[src/hw/x86_decode_pkg.sv]
`default_nettype none

package x86_decode_pkg;

    typedef logic [0:15][7:0] window_t;  // window[0] is the first byte

    localparam logic [2:0] SEG_ES = 3'd0;
    localparam logic [2:0] SEG_CS = 3'd1;
    localparam logic [2:0] SEG_SS = 3'd2;
    localparam logic [2:0] SEG_DS = 3'd3;
    localparam logic [2:0] SEG_FS = 3'd4;
    localparam logic [2:0] SEG_GS = 3'd5;

    // general register codes as they appear in rm and SIB fields
    localparam logic [2:0] REG_BX = 3'd3;
    localparam logic [2:0] REG_BP = 3'd5;
    localparam logic [2:0] REG_SI = 3'd6;
    localparam logic [2:0] REG_DI = 3'd7;

    typedef enum logic [2:0] {
        ADC_NONE,
        ADC_RM_REG,
        ADC_REG_RM,
        ADC_IMM_ACC,
        ADC_IMM_RM
    } adc_form_e;

    typedef enum logic [1:0] {
        DISP_NONE,
        DISP_8,
        DISP_16,
        DISP_32
    } disp_size_e;

    typedef struct packed {
        logic       valid;
        window_t    window;
        logic [2:0] prefix_count;
        logic       seg_override_present;
        logic [2:0] seg_override_index;
        logic       lock;
        logic       operand_size_32;
        logic       address_size_32;
    } prefix_info_t;

    typedef struct packed {
        logic       valid;
        adc_form_e  form;
        logic       w;
        logic       s;
        logic       mod_rm_present;
        logic [1:0] mod;
        logic [2:0] reg_field;
        logic [2:0] rm;
        logic [7:0] sib;
        logic       seg_override_present;
        logic [2:0] seg_override_index;
        logic       lock;
        logic       address_size_32;
        logic       error;
    } opcode_info_t;

    typedef struct packed {
        logic       valid;
        adc_form_e  form;
        logic       w;
        logic       is_memory;
        logic [2:0] segment_reg_index;
        logic       base_present;
        logic [2:0] base_index;
        logic       index_present;
        logic [2:0] index_index;
        logic [1:0] scale;
        disp_size_e disp_size;
        logic       error;
    } ea_info_t;

endpackage

`default_nettype wire

[src/hw/decode_address.sv]
`timescale 1ns/10ps
`default_nettype none

module decode_address (
    input  logic                         i_clk,
    input  logic                         i_rst,
    input  x86_decode_pkg::opcode_info_t i_info,
    output x86_decode_pkg::ea_info_t     o_result
);
    import x86_decode_pkg::*;

    ea_info_t   result_next;
    logic       mod_rm_is_memory;
    logic       mod_rm_sib_present;
    logic       mod_rm_base_present;
    logic [2:0] mod_rm_base_index;
    logic       mod_rm_index_present;
    logic [2:0] mod_rm_index_index;
    disp_size_e mod_rm_disp_size;
    logic [2:0] mod_rm_default_seg;
    logic [1:0] sib_scale;
    logic       sib_index_present;
    logic [2:0] sib_index_index;
    logic       sib_base_present;
    logic [2:0] sib_base_index;
    disp_size_e sib_disp_size;
    logic [2:0] sib_default_seg;
    logic       register_operand;

    decode_mod_rm decode_mod_rm_i (
        .i_mod             (i_info.mod),
        .i_rm              (i_info.rm),
        .i_address_size_32 (i_info.address_size_32),
        .o_is_memory       (mod_rm_is_memory),
        .o_sib_present     (mod_rm_sib_present),
        .o_base_present    (mod_rm_base_present),
        .o_base_index      (mod_rm_base_index),
        .o_index_present   (mod_rm_index_present),
        .o_index_index     (mod_rm_index_index),
        .o_disp_size       (mod_rm_disp_size),
        .o_default_seg     (mod_rm_default_seg)
    );

    decode_sib decode_sib_i (
        .i_sib           (i_info.sib),
        .i_mod           (i_info.mod),
        .o_scale         (sib_scale),
        .o_index_present (sib_index_present),
        .o_index_index   (sib_index_index),
        .o_base_present  (sib_base_present),
        .o_base_index    (sib_base_index),
        .o_disp_size     (sib_disp_size),
        .o_default_seg   (sib_default_seg)
    );

    assign register_operand = i_info.mod_rm_present & ~mod_rm_is_memory;

    always_comb begin
        result_next       = '0;
        result_next.valid = i_info.valid;
        result_next.form  = i_info.form;
        result_next.w     = i_info.w;
        if (i_info.mod_rm_present && mod_rm_is_memory) begin  // imm to acc skips this
            result_next.is_memory = 1'b1;
            if (mod_rm_sib_present) begin
                result_next.segment_reg_index = sib_default_seg;
                result_next.base_present      = sib_base_present;
                result_next.base_index        = sib_base_index;
                result_next.index_present     = sib_index_present;
                result_next.index_index       = sib_index_index;
                result_next.scale             = sib_scale;
                result_next.disp_size         = sib_disp_size;
            end else begin
                result_next.segment_reg_index = mod_rm_default_seg;
                result_next.base_present      = mod_rm_base_present;
                result_next.base_index        = mod_rm_base_index;
                result_next.index_present     = mod_rm_index_present;
                result_next.index_index       = mod_rm_index_index;
                result_next.disp_size         = mod_rm_disp_size;
            end
            if (i_info.seg_override_present) begin
                result_next.segment_reg_index = i_info.seg_override_index;
            end
        end
        result_next.error = i_info.error |
                            (i_info.lock & register_operand) |
                            (i_info.lock & (i_info.form == ADC_IMM_ACC));
    end

    always_ff @(posedge i_clk) begin
        o_result <= result_next;
        if (i_rst) begin
            o_result.valid <= 1'b0;
        end
    end

endmodule

`default_nettype wire

[src/hw/decode_mod_rm.sv]
`timescale 1ns/10ps
`default_nettype none

module decode_mod_rm (
    input  logic [1:0]                 i_mod,
    input  logic [2:0]                 i_rm,
    input  logic                       i_address_size_32,
    output logic                       o_is_memory,
    output logic                       o_sib_present,
    output logic                       o_base_present,
    output logic [2:0]                 o_base_index,
    output logic                       o_index_present,
    output logic [2:0]                 o_index_index,
    output x86_decode_pkg::disp_size_e o_disp_size,
    output logic [2:0]                 o_default_seg
);
    import x86_decode_pkg::*;

    always_comb begin
        o_is_memory     = 1'b0;
        o_sib_present   = 1'b0;
        o_base_present  = 1'b0;
        o_base_index    = 3'd0;
        o_index_present = 1'b0;
        o_index_index   = 3'd0;
        o_disp_size     = DISP_NONE;
        o_default_seg   = SEG_DS;
        if (i_mod != 2'b11) begin
            o_is_memory = 1'b1;
            if (i_address_size_32) begin
                o_disp_size = (i_mod == 2'b01) ? DISP_8 :
                              (i_mod == 2'b10) ? DISP_32 : DISP_NONE;
                if (i_rm == 3'b100) begin
                    o_sib_present = 1'b1;  // regs come from sib
                end else if (i_mod == 2'b00 && i_rm == 3'b101) begin
                    o_disp_size = DISP_32;  // disp32 only
                end else begin
                    o_base_present = 1'b1;
                    o_base_index   = i_rm;
                    if (i_rm == REG_BP) begin
                        o_default_seg = SEG_SS;
                    end
                end
            end else begin
                o_disp_size = (i_mod == 2'b01) ? DISP_8 :
                              (i_mod == 2'b10) ? DISP_16 : DISP_NONE;
                o_base_present = 1'b1;
                case (i_rm)
                    3'b000: {o_base_index, o_index_index} = {REG_BX, REG_SI};
                    3'b001: {o_base_index, o_index_index} = {REG_BX, REG_DI};
                    3'b010: {o_base_index, o_index_index} = {REG_BP, REG_SI};
                    3'b011: {o_base_index, o_index_index} = {REG_BP, REG_DI};
                    3'b100: o_base_index = REG_SI;
                    3'b101: o_base_index = REG_DI;
                    3'b110: o_base_index = REG_BP;
                    default: o_base_index = REG_BX;
                endcase
                o_index_present = ~i_rm[2];  // two-register forms
                if (i_mod == 2'b00 && i_rm == 3'b110) begin
                    o_base_present = 1'b0;  // direct disp16
                    o_base_index   = 3'd0;
                    o_disp_size    = DISP_16;
                end else if (o_base_index == REG_BP) begin
                    o_default_seg = SEG_SS;
                end
            end
        end
    end

endmodule

`default_nettype wire

[src/hw/decode_opcode.sv]
`timescale 1ns/10ps
`default_nettype none

module decode_opcode (
    input  logic                         i_clk,
    input  logic                         i_rst,
    input  x86_decode_pkg::prefix_info_t i_info,
    output x86_decode_pkg::opcode_info_t o_info
);
    import x86_decode_pkg::*;

    opcode_info_t info_next;
    logic [3:0]   opcode_offset;
    logic [7:0]   opcode;
    logic [7:0]   mod_rm;

    assign opcode_offset = {1'b0, i_info.prefix_count};
    assign opcode        = i_info.window[opcode_offset];
    assign mod_rm        = i_info.window[opcode_offset + 4'd1];  // byte after opcode

    always_comb begin
        info_next                      = '0;
        info_next.valid                = i_info.valid;
        info_next.w                    = opcode[0];
        info_next.s                    = (opcode == 8'h83);
        info_next.mod                  = mod_rm[7:6];
        info_next.reg_field            = mod_rm[5:3];
        info_next.rm                   = mod_rm[2:0];
        info_next.sib                  = i_info.window[opcode_offset + 4'd2];
        info_next.seg_override_present = i_info.seg_override_present;
        info_next.seg_override_index   = i_info.seg_override_index;
        info_next.lock                 = i_info.lock;
        info_next.address_size_32      = i_info.address_size_32;
        case (opcode)
            8'h10, 8'h11: begin
                info_next.form           = ADC_RM_REG;
                info_next.mod_rm_present = 1'b1;
            end
            8'h12, 8'h13: begin
                info_next.form           = ADC_REG_RM;
                info_next.mod_rm_present = 1'b1;
            end
            8'h14, 8'h15: begin
                info_next.form = ADC_IMM_ACC;  // al/ax/eax, no modrm
            end
            8'h80, 8'h81, 8'h83: begin
                info_next.mod_rm_present = 1'b1;
                if (mod_rm[5:3] == 3'b010) begin  // group 1 /2 is adc
                    info_next.form = ADC_IMM_RM;
                end else begin
                    info_next.error = 1'b1;
                end
            end
            default: begin
                info_next.error = 1'b1;
            end
        endcase
    end

    always_ff @(posedge i_clk) begin
        o_info <= info_next;
        if (i_rst) begin
            o_info.valid <= 1'b0;
        end
    end

endmodule

`default_nettype wire

[src/hw/decode_prefix.sv]
`timescale 1ns/10ps
`default_nettype none

module decode_prefix (
    input  logic                         i_clk,
    input  logic                         i_rst,
    input  logic                         i_valid,
    input  x86_decode_pkg::window_t      i_window,
    input  logic                         i_default_size_32,
    output x86_decode_pkg::prefix_info_t o_info
);
    import x86_decode_pkg::*;

    prefix_info_t info_next;
    logic         scan_done;
    logic         operand_toggle;
    logic         address_toggle;

    always_comb begin
        info_next      = '0;
        scan_done      = 1'b0;
        operand_toggle = 1'b0;
        address_toggle = 1'b0;
        for (int i = 0; i < 4; i++) begin
            if (!scan_done) begin
                if (i_window[i] inside {8'h26, 8'h2e, 8'h36, 8'h3e, 8'h64, 8'h65}) begin
                    info_next.seg_override_present = 1'b1;
                end
                case (i_window[i])
                    8'hf0: info_next.lock = 1'b1;
                    8'hf2, 8'hf3: ;  // rep is only counted
                    8'h26: info_next.seg_override_index = SEG_ES;
                    8'h2e: info_next.seg_override_index = SEG_CS;
                    8'h36: info_next.seg_override_index = SEG_SS;
                    8'h3e: info_next.seg_override_index = SEG_DS;
                    8'h64: info_next.seg_override_index = SEG_FS;
                    8'h65: info_next.seg_override_index = SEG_GS;
                    8'h66: operand_toggle = 1'b1;
                    8'h67: address_toggle = 1'b1;
                    default: scan_done = 1'b1;  // opcode reached
                endcase
                if (!scan_done) begin
                    info_next.prefix_count = info_next.prefix_count + 3'd1;
                end
            end
        end
        info_next.valid           = i_valid;
        info_next.window          = i_window;
        info_next.operand_size_32 = i_default_size_32 ^ operand_toggle;
        info_next.address_size_32 = i_default_size_32 ^ address_toggle;
    end

    always_ff @(posedge i_clk) begin
        o_info <= info_next;
        if (i_rst) begin
            o_info.valid <= 1'b0;
        end
    end

endmodule

`default_nettype wire

[src/hw/decode_sib.sv]
`timescale 1ns/10ps
`default_nettype none

module decode_sib (
    input  logic [7:0]                 i_sib,
    input  logic [1:0]                 i_mod,
    output logic [1:0]                 o_scale,
    output logic                       o_index_present,
    output logic [2:0]                 o_index_index,
    output logic                       o_base_present,
    output logic [2:0]                 o_base_index,
    output x86_decode_pkg::disp_size_e o_disp_size,
    output logic [2:0]                 o_default_seg
);
    import x86_decode_pkg::*;

    assign o_scale         = i_sib[7:6];
    assign o_index_present = (i_sib[5:3] != 3'b100);  // esp cannot index
    assign o_index_index   = o_index_present ? i_sib[5:3] : 3'd0;

    always_comb begin
        if (i_sib[2:0] == 3'b101 && i_mod == 2'b00) begin
            o_base_present = 1'b0;  // disp32 without base
            o_base_index   = 3'd0;
            o_disp_size    = DISP_32;
            o_default_seg  = SEG_DS;
        end else begin
            o_base_present = 1'b1;
            o_base_index   = i_sib[2:0];
            o_disp_size    = (i_mod == 2'b01) ? DISP_8 :
                             (i_mod == 2'b10) ? DISP_32 : DISP_NONE;
            o_default_seg  = (i_sib[2:1] == 2'b10) ? SEG_SS : SEG_DS;  // esp or ebp
        end
    end

endmodule

`default_nettype wire

[src/hw/x86_decoder.sv]
`timescale 1ns/10ps
`default_nettype none

module x86_decoder (
    input  logic                     i_clk,
    input  logic                     i_rst,
    input  logic                     i_valid,
    input  x86_decode_pkg::window_t  i_window,
    input  logic                     i_default_size_32,  // code segment D bit
    output x86_decode_pkg::ea_info_t o_result
);
    import x86_decode_pkg::*;

    prefix_info_t prefix_info;
    opcode_info_t opcode_info;

    decode_prefix decode_prefix_i (
        .i_clk             (i_clk),
        .i_rst             (i_rst),
        .i_valid           (i_valid),
        .i_window          (i_window),
        .i_default_size_32 (i_default_size_32),
        .o_info            (prefix_info)
    );

    decode_opcode decode_opcode_i (
        .i_clk  (i_clk),
        .i_rst  (i_rst),
        .i_info (prefix_info),
        .o_info (opcode_info)
    );

    decode_address decode_address_i (
        .i_clk    (i_clk),
        .i_rst    (i_rst),
        .i_info   (opcode_info),
        .o_result (o_result)
    );

endmodule

`default_nettype wire

[config.mk]
export PLATFORM = sky130hd
export DESIGN_NAME = x86_decoder
export DESIGN_NICKNAME = d
export VERILOG_FILES = /design/src/hw/x86_decode_pkg.sv /design/src/hw/decode_address.sv /design/src/hw/decode_mod_rm.sv /design/src/hw/decode_opcode.sv /design/src/hw/decode_prefix.sv /design/src/hw/decode_sib.sv /design/src/hw/x86_decoder.sv
export SDC_FILE = /design/constraint.sdc
export NUM_CORES = 1
export LEC_CHECK = 0
export CORE_MARGIN = 2
export CORE_UTILIZATION = 40
export DETAILED_ROUTE_END_ITERATION = 10
export DONT_BUFFER_PORTS = 1
export PLACE_DENSITY = 0.57
export SLEW_MARGIN = 0
export SYNTH_ARGS = -nofsm -noshare
export SYNTH_HDL_FRONTEND = slang
export SYNTH_SLANG_ARGS = --single-unit
[constraint.sdc]
create_clock -name i_clk -period 3.1 [get_ports i_clk]
set_input_delay 0.155 -clock i_clk [delete_from_list [all_inputs] [get_ports i_clk]]
set_output_delay 0.155 -clock i_clk [all_outputs]
set_load 0.02 [all_outputs]
After elaboration in Yosys (flattened, before gate mapping)
Cells that the tools add are included.
{"block": "totals", "register_bits": 186, "output_inout_bits": 22}
{"block": "classes", "add_sub_neg": 5, "n_lt_le_gt_ge": 3, "eq_ne": 68, "mux": 97, "n_bitwise": 11, "reduce_logical": 24}
{"operator": "8-bit by 6-bit == test with 1-bit output, second input constant", "count": 16}
{"operator": "8-bit by 7-bit == test with 1-bit output, second input constant", "count": 16}
{"operator": "8-bit == test, second input constant", "count": 15}
{"operator": "8-bit binary-select mux with 4-bit select", "count": 3}
{"operator": "8-bit 2-to-1 mux", "count": 9}
{"operator": "3-bit 2-to-1 mux", "count": 18}
{"operator": "3-bit case mux with 6 select lines", "count": 3}
{"operator": "8-bit by 5-bit == test with 1-bit output, second input constant", "count": 6}
{"operator": "1-bit 2-to-1 mux", "count": 45}
{"operator": "11-bit OR reduction", "count": 4}
{"operator": "2-bit 2-to-1 mux", "count": 12}
{"operator": "6-bit nonzero test", "count": 4}
{"operator": "16-bit 2-to-1 mux", "count": 1}
{"operator": "3-bit == test, second input constant", "count": 5}
{"operator": "5-bit >= comparator, second input constant", "count": 3}
{"operator": "3-bit case mux with 5 select lines", "count": 1}
{"operator": "3-bit by 2-bit == test with 1-bit output, second input constant", "count": 4}
{"operator": "3-bit case mux with 4 select lines", "count": 1}
{"operator": "11-bit 2-to-1 mux", "count": 1}
{"operator": "4-bit inverter with 5-bit output", "count": 2}
{"operator": "2-bit OR reduction", "count": 5}
{"operator": "3-bit case mux with 3 select lines", "count": 1}
{"operator": "7-bit OR reduction", "count": 1}
{"operator": "3-bit by 1-bit adder with 3-bit output, second input constant", "count": 2}
{"operator": "other kinds (21)", "count": 30}

Longest topological paths before layout
{"block": "logic_depth", "ltp_word": 13, "mapped_depth": 9}

By module
A second synthesis with hierarchy kept.
{"block": "unflattened", "hier_cells": 609, "hier_area_um2": 7926.4}
{"module": "decode_prefix", "instances": 1, "cells_per_inst": 267, "area_each_um2": 3712.3, "seq_area_each_um2": 2782.7}
{"module": "decode_opcode", "instances": 1, "cells_per_inst": 205, "area_each_um2": 2967.8, "seq_area_each_um2": 600.6}
{"module": "decode_address", "instances": 1, "cells_per_inst": 63, "area_each_um2": 730.7, "seq_area_each_um2": 440.4}
{"module": "decode_mod_rm", "instances": 1, "cells_per_inst": 50, "area_each_um2": 340.3, "seq_area_each_um2": 0.0}
{"module": "decode_sib", "instances": 1, "cells_per_inst": 24, "area_each_um2": 175.2, "seq_area_each_um2": 0.0}

Worst setup path before layout
Ideal clock, no wire load.
{"block": "synth_path", "kind": "register -> register", "startpoint": "register decode_prefix_i.o_info[7] (netlist name)", "endpoint": "register decode_opcode_i.o_info[14] (netlist name)", "setup_time_ns": 0.134, "arrival_time_ns": 2.260, "required_ns": 2.966, "path_slack_ns": 0.706, "path_stages_with_launch": 7, "n_path_buf": 4, "synth_period_minus_slack_ns": 2.394, "path_cell_list": "dfxtp_1 buf_6 buf_2 buf_2 buf_2 mux4_2 mux4_2"}
{"element": "from (decl)", "line": "decode_prefix.sv:10", "source": "output x86_decode_pkg::prefix_info_t o_info"}
{"element": "from (signal assigned)", "line": "decode_prefix.sv:54", "source": "o_info <= info_next;"}
{"element": "to (signal assigned)", "line": "decode_opcode.sv:61", "source": "o_info <= info_next;"}
{"element": "to (decl)", "line": "decode_opcode.sv:8", "source": "output x86_decode_pkg::opcode_info_t o_info"}

==> metrics <==
PortBufs=0; Synth Area in XOR/XNOR=0.00376; CTS tree=built; fraction of layout cells with a size suffix above 1=0.181; cell total after placement=742; Worst EP arrival=2.86 ns; first-pass GRT wire length=29400 µm; Detailed Routing Iterations Pass 1=5; CP top delay family=multiplexers; Pint=3.91 mW; # rows=between 40 and 50; nature of the critical path endpoint=register; fmax=slightly below 400 MHz; Boundary Pins=roughly 150; HPWL Detailed=13400 µm; initial antenna violation count=1; delay of the slowest critical-path stage=0.53 ns; Pwr Density=553 nW/µm²; dominant cell type by area after synthesis=dfxtp_1; htree depth=4; CTS root buf=clkbuf_16; Synth Warn #=0; vias per cell=5.53; Hold Vio Cnt, Final=0; hold path depth=3; clock sink total=186; post_cts resized=0; Slew Viols, Final=0; critical path class=register to register; fin cells=about 900; period utilisation layout=0.825; core area=17200 µm²; gpl congestion=0.865; DRC=0; Pleak=3.38 nW; clock slew at reported path FFs=~0.070 ns; post-synthesis sequential area ratio=0.533; Hold/Removal Path Class=input pin to register; Peak VDD IR=around 480 µV; Worst Clk Skew=about 0.011 ns; number of synthesized flops with an enable pin=0; Critical path origin=decode_prefix_i.o_info[8]; Sw Pwr=around 1.1 mW; Starting Density=0.407; Synth Net Count=670; setup TNS=0 ns; FF-to-FF path depth=7; Compound-Gate Fraction of Synth Area=0.0655; Nets=807; initial drt markers=259; Num CTS Buffers=17; MaxCap Viol Count=0; worst skew pair latency=0.42 ns; Logic pwr share=0.075; largest family of logic cells by synthesized area=multiplexers; area of the die=18500 µm²; Remaining Overflow, GRT=0; clock network power share=0.412; Buffers & Inverters on Critical Path=1; via count=5014; Main synth FF type=dfxtp_1; top cells by area, synth=dfxtp_1 53%, mux4_2 21%, nor2_1 2.0%; Gate Count Post-Synth=531; reg2reg start=decode_prefix_i.o_info[8]; mux share of post-synthesis cell area=0.230; number of global-route vias before repair=~5300; worst slew pin tran=0.684 ns; Hold Path Origin=i_window[101]; adder-cell share of the synthesized area=0.0125; worst-path fanout max=18; critical path startpoint category=register; Slew HR=0.538; Reg power frac=0.513; register bit total from synthesis=186; Final Routed Wirelength=between 15000 and 20000 µm; syn avg cell area=13.2 µm²; post-synthesis cell area=6990 µm²; ANT nets after route=0; clock tree buffer depth=2; critical path's slowest cell=dfxtp_2; GR Util All Layers=0.214; Crit path depth=7; RSZ-0062 raised after global routing=no; crit-path cells=buf_4 -> mux4_2 -> mux2_4 -> nor2b_4 -> or3_4 -> a2111oi_4 -> a21oi_2; Setup violations, final=0; Req. time, crit path=3.40 ns; Post-synth top cells=186 x dfxtp_1, 65 x mux4_2, 38 x nor2_1; post-synth top area share=0.533; outcome=complete, no violations; Die W=136 µm; count leader, synth=dfxtp_1; P&R area growth vs syn=30.6%; simple-gate share of the synthesized area=0.132; Tmin final=2.56 ns; Yosys cell types=64; Synth async-reset ratio=0; die height=136 µm; DR WL/cell=21.0 µm; largest net degree at the start of global routing=37; sw frac=0.225
==> repair_timing <==
item | in CTS | in global routing
endpoints found under the hold margin | 135 | 0
hold buffers | 132 | 0
setup buffers | 0 | 0
==> power by group through the flow <==
stage               clock network (mW)  registers, mW  logic, mW
finish                            2.08           2.59      0.376
global route                      2.23           2.60      0.403
CTS                               2.11           2.59      0.373
detailed placement                   0           2.64      0.233
global placement                     0           2.64      0.230
floorplan                            0           2.60      0.199
==> sequential cells by signal, indices dropped and copies added (netlist names) <==
signal,flops
decode_address_i.o_result,22
decode_prefix_i.o_info,138
decode_opcode_i.o_info,26
==> logic make-up after synthesis <==
kind of cell,after synthesis
XOR/XNOR,3
adder cells (fa/ha/maj),7
AO/OA/AOI/OAI,63
buffers and inverters,39
multiplexers,75
AND/OR/NAND/NOR,158
flip-flops,186
==> through the flow <==
stage          cell area [µm²]  setup slack [ns]  power, mW  hold slack [ns]   util
2_1_floorplan             6990             0.706       2.80            0.183      -
3_3_place_gp              7240             0.624       2.87            0.183  0.421
3_5_place_dp              7240             0.570       2.88            0.183  0.421
4_1_cts                   9130             0.554       5.07          0.00405  0.531
5_1_grt                   9130             0.411       5.23           0.0175  0.531
6_report                  9130             0.542       5.05           0.0363  0.532
==> final timing paths <==
path                                     to  slack [ns]
setup / recovery  decode_opcode_i.o_info[0]        0.54
hold / removal    decode_prefix_i.o_info[2]        0.04
setup reg to reg  decode_opcode_i.o_info[0]        0.54
hold reg to reg   decode_opcode_i.o_info[1]        0.33
==> per-layer routing <==
metal  GRT usage  vias up  routed length, µm  part of all wire
li1            -     2272                  -                 -
met1       0.262     2478               7720              0.41
met2       0.363      213               9640              0.51
met3      0.0559       51               1150             0.060
met4      0.0828        0                551             0.029
met5           0        -                  0                 0
==> cells in the final DEF, fill, tap and decap left out, drive strengths merged, types with 3 or more instances in the layout <==
cell type,Yosys,layout
dfxtp,186,186
dlygate4sd3,0,132
mux4,67,67
nor2,38,38
clkbuf,9,21
inv,16,21
nand2,20,20
a21oi,19,19
nand2b,15,15
nor2b,13,13
nor3,10,10
nand3,10,10
nor4b,10,10
buf,14,9
ha,7,7
a31oi,6,6
nor4bb,5,5
nor3b,5,5
mux2i,5,5
nand3b,5,5
o21ai,5,5
o32a,4,4
or3b,4,4
and3,4,4
clkinv,0,4
a22oi,3,3
or2,3,3
o22ai,3,3
a21o,3,3
mux2,3,3
==> tightest hold or removal path, delay by kind of cell <==
kind            cells  cell delay [ns]
simple gates        1             0.13
buf+inv             1             0.03
compound gates      1             0.09
==> layout make-up <==
| class | instances | area (µm²) |
|---|---|---|
| Fill cell | 1485 | 8050 |
| Sequential cell | 186 | 3730 |
| Multi-Input combinational cell | 306 | 3100 |
| Timing Repair Buffer | 141 | 1390 |
| Clock buffer | 21 | 460 |
| Tap cell | 225 | 282 |
| Clock inverter | 11 | 109 |
| Inverter | 16 | 60.1 |
| Antenna cell | 1 | 2.50 |
No activity file was read; power rests on OpenSTA's default activity.
